<file path="src/led_pkg.sv">
// ~~~~~~~~~~~~~~~~~~~~
// led strip package
// pixel and word types, SK9822 frame constants
// and the APB register map of the LED strip.
// ~~~~~~~~~~~~~~~~~~~~

package led_pkg;

    // one pixel, red in the top byte.
    typedef struct packed {
        logic [7:0] red;
        logic [7:0] green;
        logic [7:0] blue;
    } pixel_t;

    typedef logic [31:0] led_word_t;
    typedef logic [4:0]  bright_t;

    // frame delimiters.
    localparam led_word_t START_WORD = 32'h0000_0000;
    localparam led_word_t END_WORD   = 32'hffff_ffff;
    localparam logic [2:0] LED_HDR   = 3'b111;

    // byte offsets on the APB side.
    localparam logic [7:0] REG_CTRL   = 8'h00;
    localparam logic [7:0] REG_STATUS = 8'h04;
    localparam logic [7:0] REG_BRIGHT = 8'h08;
    localparam logic [7:0] PIX_BASE   = 8'h40;

endpackage

</file>
<file path="src/apb_led_regs.sv">
// ~~~~~~~~~~~~~~~~~~~~
// apb led registers
// APB slave with control, status, brightness and
// a pixel window mapped onto the frame RAM.
// pixel reads take one wait state.
// ~~~~~~~~~~~~~~~~~~~~

`timescale 1ns/1ps

module apb_led_regs #(
    parameter int NUM_LEDS = 12,
    localparam int AW = (NUM_LEDS > 1) ? $clog2(NUM_LEDS) : 1
) (
    input  logic              ck,
    input  logic              rst_n,
    input  logic              psel,
    input  logic              penable,
    input  logic              pwrite,
    input  logic [7:0]        paddr,
    input  logic [31:0]       pwdata,
    output logic [31:0]       prdata,
    output logic              pready,
    output logic              pslverr,
    output logic              we,
    output logic [AW-1:0]     waddr,
    output led_pkg::pixel_t   wdata,
    output logic              ra_en,
    output logic [AW-1:0]     ra_addr,
    input  led_pkg::pixel_t   ra_data,
    output logic              start,
    output led_pkg::bright_t  bright,
    input  logic              busy
);
    import led_pkg::*;

    logic       access;
    logic       is_ctrl;
    logic       is_status;
    logic       is_bright;
    logic       is_pix;
    logic       pix_ok;
    logic       err;
    logic       pix_rd;
    logic       rd_pend;
    logic [7:0] offs;
    logic [5:0] pix_idx;

    assign access    = psel && penable;
    assign is_ctrl   = (paddr == REG_CTRL);
    assign is_status = (paddr == REG_STATUS);
    assign is_bright = (paddr == REG_BRIGHT);

    // pixel window, word aligned only.
    assign offs    = paddr - PIX_BASE;
    assign pix_idx = offs[7:2];
    assign is_pix  = (paddr >= PIX_BASE) && (paddr[1:0] == 2'b00);
    assign pix_ok  = is_pix && (pix_idx < NUM_LEDS);

    assign err = !(is_ctrl || is_status || is_bright || pix_ok) || (pwrite && is_status);

    assign pix_rd  = access && !pwrite && pix_ok;
    assign pready  = access && (!pix_rd || rd_pend);
    assign pslverr = pready && err;

    assign ra_en   = pix_rd && !rd_pend;
    assign ra_addr = pix_idx[AW-1:0];
    assign we      = access && pwrite && pix_ok;
    assign waddr   = pix_idx[AW-1:0];
    assign wdata   = pwdata[23:0];

    // dropped while a frame runs.
    assign start = access && pwrite && is_ctrl && pwdata[0] && !busy;

    always_ff @(posedge ck) begin
        if (!rst_n) begin
            rd_pend <= 1'b0;
            bright  <= 5'd31;
        end else begin
            rd_pend <= ra_en;
            if (access && pwrite && is_bright)
                bright <= pwdata[4:0];
        end
    end

    always_comb begin
        prdata = '0;
        if (is_status)
            prdata[0] = busy;
        else if (is_bright)
            prdata[4:0] = bright;
        else if (pix_ok)
            prdata[23:0] = ra_data;
    end

endmodule

</file>
<file path="src/pixel_ram.sv">
// ~~~~~~~~~~~~~~~~~~~~
// pixel ram
// frame buffer, one write port and two
// registered read ports.
// ~~~~~~~~~~~~~~~~~~~~

`timescale 1ns/1ps

module pixel_ram #(
    parameter int NUM_LEDS = 12,
    localparam int AW = (NUM_LEDS > 1) ? $clog2(NUM_LEDS) : 1
) (
    input  logic              ck,
    input  logic              we,
    input  logic [AW-1:0]     waddr,
    input  led_pkg::pixel_t   wdata,
    input  logic              ra_en,
    input  logic [AW-1:0]     ra_addr,
    output led_pkg::pixel_t   ra_data,
    input  logic              rb_en,
    input  logic [AW-1:0]     rb_addr,
    output led_pkg::pixel_t   rb_data
);
    import led_pkg::*;

    pixel_t mem [NUM_LEDS];

    always_ff @(posedge ck) begin
        if (we)
            mem[waddr] <= wdata;
    end

    // read before write on a shared index.
    always_ff @(posedge ck) begin
        if (ra_en)
            ra_data <= mem[ra_addr];
    end

    always_ff @(posedge ck) begin
        if (rb_en)
            rb_data <= mem[rb_addr];
    end

endmodule

</file>
<file path="src/frame_sequencer.sv">
// ~~~~~~~~~~~~~~~~~~~~
// frame sequencer
// sends the start word, one word per LED and the
// end word, prefetching pixels from the RAM while
// the current word shifts out.
// ~~~~~~~~~~~~~~~~~~~~

`timescale 1ns/1ps

module frame_sequencer #(
    parameter int NUM_LEDS = 12,
    localparam int AW = (NUM_LEDS > 1) ? $clog2(NUM_LEDS) : 1
) (
    input  logic               ck,
    input  logic               rst_n,
    input  logic               start,
    input  led_pkg::bright_t   bright,
    output logic               busy,
    output logic               rb_en,
    output logic [AW-1:0]      rb_addr,
    input  led_pkg::pixel_t    rb_data,
    output logic               load,
    output led_pkg::led_word_t word,
    input  logic               shifter_busy
);
    import led_pkg::*;

    localparam int CW = $clog2(NUM_LEDS + 1);

    typedef enum logic [1:0] {
        S_IDLE,
        S_PIXELS,
        S_END,
        S_DRAIN
    } state_t;

    state_t        state;
    logic [CW-1:0] idx;
    logic          pend;
    logic          rd_out;
    logic          slot_free;
    logic          last_pix;
    bright_t       bright_q;

    // pend means a word waits for the shifter.
    assign load      = pend && !shifter_busy;
    assign slot_free = !pend || load;
    assign last_pix  = (idx == CW'(NUM_LEDS));

    assign rb_en   = (state == S_PIXELS) && !rd_out && slot_free && !last_pix;
    assign rb_addr = idx[AW-1:0];

    always_ff @(posedge ck) begin
        if (!rst_n) begin
            state  <= S_IDLE;
            busy   <= 1'b0;
            pend   <= 1'b0;
            rd_out <= 1'b0;
            idx    <= '0;
        end else begin
            if (load)
                pend <= 1'b0;
            case (state)
                S_IDLE: begin
                    if (start) begin
                        busy  <= 1'b1;
                        pend  <= 1'b1;
                        idx   <= '0;
                        state <= S_PIXELS;
                    end
                end
                S_PIXELS: begin
                    if (rd_out) begin
                        rd_out <= 1'b0;
                        pend   <= 1'b1;
                    end
                    if (rb_en) begin
                        rd_out <= 1'b1;
                        idx    <= idx + 1'b1;
                    end else if (!rd_out && slot_free && last_pix) begin
                        pend  <= 1'b1;
                        state <= S_END;
                    end
                end
                S_END: begin
                    if (load)
                        state <= S_DRAIN;
                end
                S_DRAIN: begin
                    // shifter busy is already up the cycle after load.
                    if (!shifter_busy) begin
                        busy  <= 1'b0;
                        state <= S_IDLE;
                    end
                end
                default: state <= S_IDLE;
            endcase
        end
    end

    // word and latched brightness.
    always_ff @(posedge ck) begin
        if (state == S_IDLE && start) begin
            bright_q <= bright;
            word     <= START_WORD;
        end else if (state == S_PIXELS && rd_out) begin
            word <= {LED_HDR, bright_q, rb_data.blue, rb_data.green, rb_data.red};
        end else if (state == S_PIXELS && !rd_out && slot_free && last_pix) begin
            word <= END_WORD;
        end
    end

endmodule

</file>
<file path="src/sk9822_shifter.sv">
// ~~~~~~~~~~~~~~~~~~~~
// sk9822 shifter
// shifts a 32-bit word out MSB first, two ck
// cycles per bit, with led_ck as a register.
// ~~~~~~~~~~~~~~~~~~~~

`timescale 1ns/1ps

module sk9822_shifter (
    input  logic               ck,
    input  logic               rst_n,
    input  logic               load,
    input  led_pkg::led_word_t word,
    output logic               shifter_busy,
    output logic               led_data,
    output logic               led_ck
);
    import led_pkg::*;

    led_word_t  shift;
    logic [4:0] cnt;
    logic       take;
    logic       next_bit;

    assign take     = load && !shifter_busy;
    assign next_bit = shifter_busy && led_ck && (cnt != 5'd31);

    // data only moves when led_ck falls, so it stays
    // put across each rising edge and while idle.
    always_ff @(posedge ck) begin
        if (!rst_n) begin
            shifter_busy <= 1'b0;
            led_ck       <= 1'b1;
            led_data     <= 1'b0;
            cnt          <= '0;
        end else if (take) begin
            shifter_busy <= 1'b1;
            led_ck       <= 1'b0;
            led_data     <= word[31];
            cnt          <= '0;
        end else if (shifter_busy) begin
            if (!led_ck) begin
                led_ck <= 1'b1;
            end else if (next_bit) begin
                led_ck   <= 1'b0;
                led_data <= shift[30];
                cnt      <= cnt + 1'b1;
            end else begin
                shifter_busy <= 1'b0;
            end
        end
    end

    always_ff @(posedge ck) begin
        if (take)
            shift <= word;
        else if (next_bit)
            shift <= {shift[30:0], 1'b0};
    end

endmodule

</file>
<file path="src/led_strip_top.sv">
// ~~~~~~~~~~~~~~~~~~~~
// led strip top
// APB register port, pixel RAM, frame sequencer
// and SK9822 shifter for one LED chain.
// ~~~~~~~~~~~~~~~~~~~~

`timescale 1ns/1ps

module led_strip_top #(
    parameter int NUM_LEDS = 12
) (
    input  logic        ck,
    input  logic        rst_n,
    input  logic        psel,
    input  logic        penable,
    input  logic        pwrite,
    input  logic [7:0]  paddr,
    input  logic [31:0] pwdata,
    output logic [31:0] prdata,
    output logic        pready,
    output logic        pslverr,
    output logic        led_data,
    output logic        led_ck
);
    import led_pkg::*;

    localparam int AW = (NUM_LEDS > 1) ? $clog2(NUM_LEDS) : 1;

    logic          we;
    logic [AW-1:0] waddr;
    pixel_t        wdata;
    logic          ra_en;
    logic [AW-1:0] ra_addr;
    pixel_t        ra_data;
    logic          rb_en;
    logic [AW-1:0] rb_addr;
    pixel_t        rb_data;
    logic          start;
    bright_t       bright;
    logic          busy;
    logic          load;
    led_word_t     word;
    logic          shifter_busy;

    apb_led_regs #(.NUM_LEDS(NUM_LEDS)) u_regs (
        .ck(ck), .rst_n(rst_n),
        .psel(psel), .penable(penable), .pwrite(pwrite), .paddr(paddr),
        .pwdata(pwdata), .prdata(prdata), .pready(pready), .pslverr(pslverr),
        .we(we), .waddr(waddr), .wdata(wdata),
        .ra_en(ra_en), .ra_addr(ra_addr), .ra_data(ra_data),
        .start(start), .bright(bright), .busy(busy)
    );

    pixel_ram #(.NUM_LEDS(NUM_LEDS)) u_ram (
        .ck(ck), .we(we), .waddr(waddr), .wdata(wdata),
        .ra_en(ra_en), .ra_addr(ra_addr), .ra_data(ra_data),
        .rb_en(rb_en), .rb_addr(rb_addr), .rb_data(rb_data)
    );

    frame_sequencer #(.NUM_LEDS(NUM_LEDS)) u_seq (
        .ck(ck), .rst_n(rst_n), .start(start), .bright(bright), .busy(busy),
        .rb_en(rb_en), .rb_addr(rb_addr), .rb_data(rb_data),
        .load(load), .word(word), .shifter_busy(shifter_busy)
    );

    sk9822_shifter u_shift (
        .ck(ck), .rst_n(rst_n), .load(load), .word(word),
        .shifter_busy(shifter_busy), .led_data(led_data), .led_ck(led_ck)
    );

endmodule

</file>
<file path="config.mk">
export PLATFORM = sky130hd
export DESIGN_NAME = led_strip_top
export DESIGN_NICKNAME = d
export VERILOG_FILES = /design/src/led_pkg.sv /design/src/apb_led_regs.sv /design/src/pixel_ram.sv /design/src/frame_sequencer.sv /design/src/sk9822_shifter.sv /design/src/led_strip_top.sv
export SDC_FILE = /design/constraint.sdc
export NUM_CORES = 1
export LEC_CHECK = 0
export ABC_CLOCK_PERIOD_IN_PS = 4770
export BUFFER_PORTS_ARGS = -buffer_cell sky130_fd_sc_hd__buf_2
export CAP_MARGIN = 0
export CORE_ASPECT_RATIO = 0.9
export CORE_MARGIN = 5
export CORE_UTILIZATION = 56
export DETAILED_ROUTE_END_ITERATION = 8
export PLACE_DENSITY = 0.76
export SETUP_SLACK_MARGIN = 0.05
export SLEW_MARGIN = 20
export SYNTH_ARGS = -nofsm -noshare
export SYNTH_HDL_FRONTEND = slang
export SYNTH_SLANG_ARGS = --single-unit
</file>
<file path="constraint.sdc">
create_clock -name ck -period 4.77 [get_ports ck]
set_input_delay 0.954 -clock ck [delete_from_list [all_inputs] [get_ports ck]]
set_output_delay 0.954 -clock ck [all_outputs]
set_load 0.05 [all_outputs]
</file>
==> results.cfg, run 1 <==
[logic_synthesis]
synth_area_um2 = 18500
async_flop_share_pct = 0
synth_edf_count = 372
syn-mean-instance-area_um2 = 17.0
yosysSeqAreaShare_pct = 66.2
synth.distinct_cells = 54
synthCells = 1085
ys.flop_type = edfxtp_1
ys_warn_count = 0
ys_ff_latch = 425

[setup_path]
slowest_delay_ps = 400
crit_chain = buf_2 > nor3_1 > and3_1 > buf_4 > nand2_1 > o21ai_0 > buf_2
crit_required_ps = 3820
critPathLaunchType = input pin
timing.rr.end = u_seq.word[12]
ff2ff_setup_slack_ps = 2170
r2r-start = u_seq.rb_addr[3]
critPathBufInv = 3
crit_family = simple AND/OR/NAND/NOR gates
crit_fanout = 25
crit_type = input pin to output port
arrival_ps = 2510
slowest_stage = nor3_1
crit_path_start = paddr[1]
end_kind = output port
reg2regPathDepth = 4
crit_top_cell = buf_2

[clock_network]
clkSinkCount = 425
htree_levels = 2
post_cts_buffers = 0
cts_tree = yes
holdBufCountCts = 0
clk_latency_ps = 550
root_buffer = clkbuf_16
cts_made_buffers = 42
cts_buffer_depth = 3
ctsResizeCount = 0
cts.clk_slew.worst_paths_ps = 60

[power_and_ir_drop]
vdd_drop_max_uv = 368
powerDensity_nw_per_um2 = 371
power.leakage_nw = 7.08

[sta]
clock-skew-final_ps = 22.0
post-route-period-util_pct = 72.7
fmax_mhz = 288
setup_viol = 0
drv_slew = 0
hold_viol_final = 0
min_period_ps = 3470
timing_worst_slew_pin_value_ps = 1070
rsz0062_at_grt = false
setup_tns_ps = 0
relSlewSlack_pct = 28.4

[route]
dr.pass1.iters = 5
routed_wirelength_um = 41300
detail_route.wl_per_cell_um = 25.8
vias_per_cell = 6.44
drc = 0
drt_iter0_drc = 910
vias = 10307
ant_nets = 0

[grt]
grt_max_degree = 67
grt_pass1_wl_um = 63500
grt_use_total_pct = 22.7
grt_remaining_overflow = 0
grt_pass1_vias = 10509
antenna_found_initial = 1

[cells_and_area]
fin_util_pct = 63.3
antenna_cells = 0
drive_above_1_share_pct = 29.9
stdcell_count = 1601
areaGrowthSynthToFinish_pct = 12.3
nets = 1198
final_cell_area_um2 = 20800

[die]
core_area_um2 = 32800
die_h_um = 182
fp.dieW_um = 202
dieArea_um2 = 36700
rows = 63
initial_core_util_pct = 56.4
top_level_ports = 81

[worst_hold_path]
holdPathEnd = u_seq.bright_q[0]
holdPathStages = 0
hold_start = u_regs.bright[0]
hold_path_class = flip-flop to flip-flop

[placement]
portBuffers = 64
dp_hpwl_um = 22900
place_inst = 1523
place_area_um2 = 19300
gp_congestion = 0.792

[status]
status = completed

[flow_run]
cap_violations = 0
layout make-up:
class                      instances  area (µm²)
inverter                          10        37.5
timing repair buffer              94         563
clock buffer                      58        1160
sequential                       425       12200
multi-input combinational        572        5950
tap                              422         528
clock inverter                    20         283
fill                            2293       12000
how the worst max path moves through the flow:
stage | endpoint | slack [ps] | cells past startpoint
finish | prdata[0] | 1300 | 7
floorplan | pready | 160 | 4
detailed placement | u_ram.mem[8][15] | 1220 | 6
global placement | u_ram.mem[8][15] | 1260 | 6
CTS | prdata[0] | 1270 | 7
global route | prdata[0] | 1150 | 7
sequential cells by signal, indices dropped and copies added (netlist names), 2 cells and up:
signal          cells
u_ram.mem         288
u_shift.shift      31
u_seq.word         30
u_ram.ra_data      24
u_ram.rb_data      24
u_regs.bright       5
u_seq.bright_q      5
u_shift.cnt         5
u_seq.rb_addr       4
u_seq.state         2
layout by cell type (no fill, tap or decap), types with 6 or more instances in the layout:
| master | instances |
|---|---|
| and2_1 | 21 |
| buf_2 | 62 |
| buf_4 | 31 |
| bufinv_16 | 6 |
| clkbuf_1 | 12 |
| clkbuf_16 | 43 |
| conb_1 | 8 |
| dfxtp_1 | 50 |
| edfxtp_1 | 372 |
| ha_1 | 8 |
| inv_1 | 9 |
| mux2i_1 | 59 |
| mux4_2 | 144 |
| nand2_1 | 159 |
| nand3_1 | 6 |
| nor2_1 | 8 |
| nor2_2 | 6 |
| o21ai_0 | 53 |
| o221a_2 | 29 |
per-layer routing:
metal / share of wire [%] / up-vias / GRT usage [%] / routed length [µm]
li1: - / 4444 / - / -
met1: 42 / 5370 / 32.8 / 17400
met2: 49 / 441 / 37.0 / 20200
met3: 7.6 / 50 / 4.51 / 3150
met4: 1.5 / 2 / 4.59 / 606
met5: 0.027 / - / 0 / 11
synthesized netlist by cell type, types with 2 or more instances:
| master | n | area share [%] |
|---|---|---|
| mux2i_1 | 59 | 3.2 |
| clkbuf_1 | 55 | 1.1 |
| o221a_2 | 29 | 1.8 |
| edfxtp_1 | 372 | 60 |
| o21ai_0 | 53 | 1.4 |
| or4_1 | 4 | 0.16 |
| a31oi_1 | 2 | 0.068 |
| nor3_1 | 8 | 0.22 |
| nand3_1 | 6 | 0.16 |
| o211a_1 | 2 | 0.11 |
| and3_1 | 5 | 0.17 |
| ha_1 | 8 | 0.54 |
| xor2_1 | 2 | 0.095 |
| nand2_1 | 159 | 3.2 |
| nor2b_1 | 2 | 0.068 |
| a21oi_1 | 5 | 0.14 |
| or2_2 | 3 | 0.10 |
| inv_1 | 9 | 0.18 |
| buf_4 | 8 | 0.32 |
| nor4_1 | 3 | 0.10 |
| or3_1 | 2 | 0.068 |
| buf_2 | 14 | 0.38 |
| nor2_1 | 15 | 0.30 |
| dfxtp_1 | 53 | 5.7 |
| nand2b_1 | 4 | 0.14 |
| mux4_2 | 144 | 18 |
| buf_1 | 7 | 0.14 |
| o21a_1 | 2 | 0.081 |
| and2_1 | 21 | 0.71 |
| a22o_1 | 5 | 0.24 |
report_power, final:
part / leakage (nW) / switching (mW) / total (mW) / internal [mW]
clock: 0.691 / 1.37 / 3.41 / 2.04
sequential: 3.78 / 0.00206 / 4.04 / 4.04
combinational: 2.61 / 0.159 / 0.251 / 0.0913
logic make-up (layout without fill, tap and decap cells):
kind of cell / count (synthesis) / after routing / share of synthesized area [%]
buffers and inverters: 95 / 182 / 2.19
other: 1 / 8 / 0.0203
multiplexers: 203 / 203 / 20.7
AO/OA/AOI/OAI: 110 / 110 / 4.39
AND/OR/NAND/NOR: 240 / 240 / 5.80
adder cells (fa/ha/maj): 8 / 8 / 0.542
flip-flops: 425 / 425 / 66.2
XOR/XNOR: 3 / 3 / 0.142
stage by stage:
step / power [mW] / hold WS [ps] / worst slack [ps]
5_1_grt: 7.92 / 473 / 1150
3_3_place_gp: 4.36 / 445 / 1260
4_1_cts: 7.76 / 464 / 1270
6_report: 7.70 / 464 / 1300
3_5_place_dp: 4.37 / 451 / 1220
2_1_floorplan: 4.28 / 430 / 165
No activity file was read; power rests on OpenSTA's default activity.
==> inputs of run 2 (changes only) <==
Settings changed: ABC_CLOCK_PERIOD_IN_PS 4770 to 3200, CORE_UTILIZATION 56 to 62, PLACE_DENSITY 0.76 to 0.8.
Clock period 4.77 ns to 3.2 ns, I/O delays scaled along.
==> results.cfg, run 2 (same netlist as run 1, synthesis figures left out) <==
[clock_network]
clkSinkCount = 425
cts_made_buffers = 42
post_cts_buffers = 0
clk_latency_ps = 530
htree_levels = 2
root_buffer = clkbuf_16
cts_tree = yes
cts.clk_slew.worst_paths_ps = 60
cts_buffer_depth = 3

[sta]
post-route-period-util_pct = 92.7
hold_viol_final = 0
relSlewSlack_pct = 48.1
fmax_mhz = 337
setup_tns_ps = 0
setup_viol = 0
rsz0062_at_grt = false
drv_slew = 0
timing_worst_slew_pin_value_ps = 778
min_period_ps = 2970
clock-skew-final_ps = 7.96

[grt]
antenna_found_initial = 4
grt_max_degree = 67
grt_pass1_wl_um = 64800
grt_use_total_pct = 25.7
grt_remaining_overflow = 0
grt_pass1_vias = 10861

[placement]
gp_congestion = 0.782
dp_hpwl_um = 24300
place_area_um2 = 19500
portBuffers = 64

[setup_path]
crit_type = input pin to output port
critPathLaunchType = input pin
end_kind = output port
r2r-start = u_shift.cnt[0]
crit_fanout = 5
crit_required_ps = 2560
crit_path_start = paddr[1]
arrival_ps = 2330

[die]
initial_core_util_pct = 62.3
dieArea_um2 = 33400
fp.dieW_um = 192
rows = 60
core_area_um2 = 29700
top_level_ports = 81
die_h_um = 174

[cells_and_area]
areaGrowthSynthToFinish_pct = 12.9
largest_register_ffs = 288
mostFrequentLayoutCell = edfxtp_1
mostFrequentLayoutCells = edfxtp_1 (372), nand2_1 (159), mux4_2 (144)
largestRegisters = u_ram.mem: 288 flops, u_shift.shift: 31 flops, u_seq.word: 30 flops
drive_above_1_share_pct = 30.8
final_cell_area_um2 = 20900
nets = 1213
top_register = u_ram.mem

[route]
detail_route.wl_per_cell_um = 26.2
dr.pass1.iters = 5
vias_per_cell = 6.57
ant_nets = 0
routed_wirelength_um = 41800
drc = 0
vias = 10500
drt_iter0_drc = 1089

[power_and_ir_drop]
power.leakage_nw = 7.17
powerDensity_nw_per_um2 = 536
vdd_drop_max_uv = 552

[worst_hold_path]
hold_path_class = input pin to flip-flop
hold_start = pwdata[13]

[flow_run]
cap_violations = 0

[status]
status = completed
## run 2: cell types whose count changed in the layout (fill, tap and decap cells not counted), moves of 2 or more
cell / before / now
diode_2: 0 / 3
clkinvlp_4: 3 / 0
buf_12: 1 / 8
bufinv_16: 6 / 2
nor3_2: 5 / 3
clkinv_4: 2 / 0
clkinv_2: 3 / 8
nor3_4: 0 / 3
buf_4: 31 / 39
clkinv_8: 2 / 0
clkbuf_8: 3 / 6
## run 2: routing by layer
| layer | global-route usage [%] | wire (µm) | up-vias |
|---|---|---|---|
| met1 | 35.9 | 15800 | 5363 |
| met5 | 0 | 7 | - |
| met3 | 3.64 | 3620 | 78 |
| li1 | - | - | 4472 |
| met4 | 6.77 | 1000 | 2 |
| met2 | 43.4 | 21400 | 585 |
## run 2: worst max-delay path: stages
cell	delay, ps
buf_2	100
nor3_1	510
nand3_1	230
buf_4	230
nor4_4	250
nor2_1	120
buf_2	240
## run 2: what timing repair did
item | CTS | global route
resized for setup | 0 | 1
endpoints found under the setup margin | 0 | 2
hold endpoints to repair | 0 | 0
hold buffers | 0 | 0
## run 2: stage by stage
| step | instances | power [mW] | hold WS (ps) | util [%] | worst slack, ps |
|---|---|---|---|---|---|
| 2_1_floorplan | 1092 | 6.39 | 430 | - | -795 |
| 3_3_place_gp | 1519 | 6.51 | 449 | 65.8 | 290 |
| 3_5_place_dp | 1519 | 6.52 | 452 | 65.8 | 181 |
| 4_1_cts | 1596 | 11.3 | 400 | 70.4 | 182 |
| 5_1_grt | 1599 | 11.6 | 426 | 70.4 | 235 |
| 6_report | 1599 | 11.2 | 434 | 70.4 | 233 |
## run 2: worst paths after layout
path                                           to  slack [ps]  depth (start not counted)
worst min register to register  u_seq.bright_q[2]         470                          0
worst max-delay path                       pready         230                          7
worst max register to register   u_shift.shift[8]         760                          5
worst min-delay path             u_ram.mem[0][13]         430                          1
## run 2: area by class of cell
type                       instances  area [µm²]
antenna                            3        7.51
clock buffer                      61        1220
clock inverter                    16         128
fill                            1791        8780
inverter                          10        37.5
multi-input combinational        572        5970
sequential                       425       12200
tap                              403         504
timing repair buffer             109         763
## run 2: power breakdown
group	internal [mW]	switching, mW	total, mW
Combinational	0.141	0.244	0.385
Clock	2.82	1.97	4.79
Sequential	6.02	0.00317	6.02
==> inputs of run 3 (changes only) <==
Settings changed: CORE_ASPECT_RATIO 0.9 to 0.5.
==> results.cfg, run 3 (same netlist as run 1, synthesis figures left out) <==
[cells_and_area]
top_register = u_ram.mem
stdcell_count = 1584
multi_input_area_um2 = 5970
drive_above_1_share_pct = 30.4
seqCellArea_um2 = 12200
n_fill_cell = 1707
areaGrowthSynthToFinish_pct = 12.9
largestRegisters = u_ram.mem: 288 flops, u_shift.shift: 31 flops, u_seq.word: 30 flops
nets = 1216
mostFrequentLayoutCells = edfxtp_1 (372), nand2_1 (159), mux4_2 (144)
mostFrequentLayoutCell = edfxtp_1
largest_register_ffs = 288

[placement]
place_inst = 1515
dp_hpwl_um = 26000
portBuffers = 64
gp_congestion = 0.799

[setup_path]
crit_type = input pin to output port
crit_required_ps = 2560
critPathLaunchType = input pin
crit_fanout = 13
arrival_ps = 2290
ff2ff_setup_slack_ps = 690
end_kind = output port

[grt]
antenna_found_initial = 1
grt_pass1_wl_um = 66500
grt_max_degree = 73
grt_remaining_overflow = 0
grt_use_total_pct = 26.5
grt_pass1_vias = 10892

[worst_hold_path]
hold_path_class = input pin to flip-flop

[route]
vias = 10755
ant_nets = 0
routed_wirelength_um = 43800
detail_route.wl_per_cell_um = 27.6
vias_per_cell = 6.79
drt_iter0_drc = 1323
drc = 0
dr.pass1.iters = 7

[power_and_ir_drop]
powerDensity_nw_per_um2 = 523
power.leakage_nw = 7.15
vdd_drop_max_uv = 377
power_mw = 10.9

[clock_network]
cts_buffer_depth = 3
cts_tree = yes
cts_made_buffers = 37
cts.clk_slew.worst_paths_ps = 70
clkSinkCount = 425
ctsResizeCount = 0
clk_latency_ps = 550
root_buffer = clkbuf_16
htree_levels = 2
holdBufCountCts = 0
post_cts_buffers = 0

[sta]
relSlewSlack_pct = 46.1
hold_viol_final = 0
fmax_mhz = 342
hold_ws_ps = 427
rsz0062_at_grt = false
setup_viol = 0
clock-skew-final_ps = 27.3
setup_tns_ps = 0
drv_slew = 0
post-route-period-util_pct = 91.4
timing_worst_slew_pin_value_ps = 809
min_period_ps = 2930

[status]
status = completed

[die]
initial_core_util_pct = 63.3
rows = 44
dieArea_um2 = 33600
top_level_ports = 81
die_h_um = 132
fp.dieW_um = 254
core_area_um2 = 29200

[flow_run]
cap_violations = 0
==> run 3: cell count changes in the layout (fill, tap and decap cells not counted), moves of 3 or more <==
cell       before  now
buf_12          8   17
clkbuf_8        6    0
clkbuf_16      44   39
clkinv_2        8    4
clkinv_1        5    8
==> run 3: metrics by stage <==
stage / util [%] / area (µm²) / setup slack (ps)
final: 71.5 / 20900 / 275
after detailed placement: 67.4 / 19700 / 246
after global placement: 67.4 / 19700 / 303
after floorplan: - / 18600 / -795
after CTS: 71.5 / 20900 / 287
after global routing: 71.5 / 20900 / 226
==> run 3: area by class of cell <==
type / count / area share [%]
repair buffers: 117 / 4.47
diodes: 1 / 0.0120
flip-flops and latches: 425 / 58.6
clock inverters: 19 / 0.929
multi-input cells: 572 / 28.6
clock buffers: 49 / 4.86
well taps: 391 / 2.34
inverters: 10 / 0.180
==> run 3: report_power, final <==
part / leakage [nW] / total, mW / switching (mW) / internal [mW]
Combinational: 2.79 / 0.390 / 0.245 / 0.146
Sequential: 3.78 / 6.02 / 0.00345 / 6.01
Clock: 0.582 / 4.50 / 1.94 / 2.56
==> run 3: worst max-delay path: stages <==
cell and delay, ps:
buf_2 110, nor3_1 370, buf_4 200, and3_1 180, buf_4 250, nand2_1 90, o21ai_1 140, buf_2 310
==> run 3: path summary, 6_finish.rpt <==
kind | start | end | depth (start not counted)
setup / recovery | paddr[1] | prdata[0] | 8
hold / removal | pwdata[12] | u_ram.mem[6][12] | 1
setup reg to reg | u_shift.cnt[0] | u_shift.shift[11] | 5
hold reg to reg | u_regs.bright[1] | u_seq.bright_q[1] | 0
==> run 3: layer usage <==
layer	track usage (%)	wire (µm)
met1	37.2	16700
met2	43.2	21400
met3	5.89	4570
met4	6.70	1080
met5	0	0
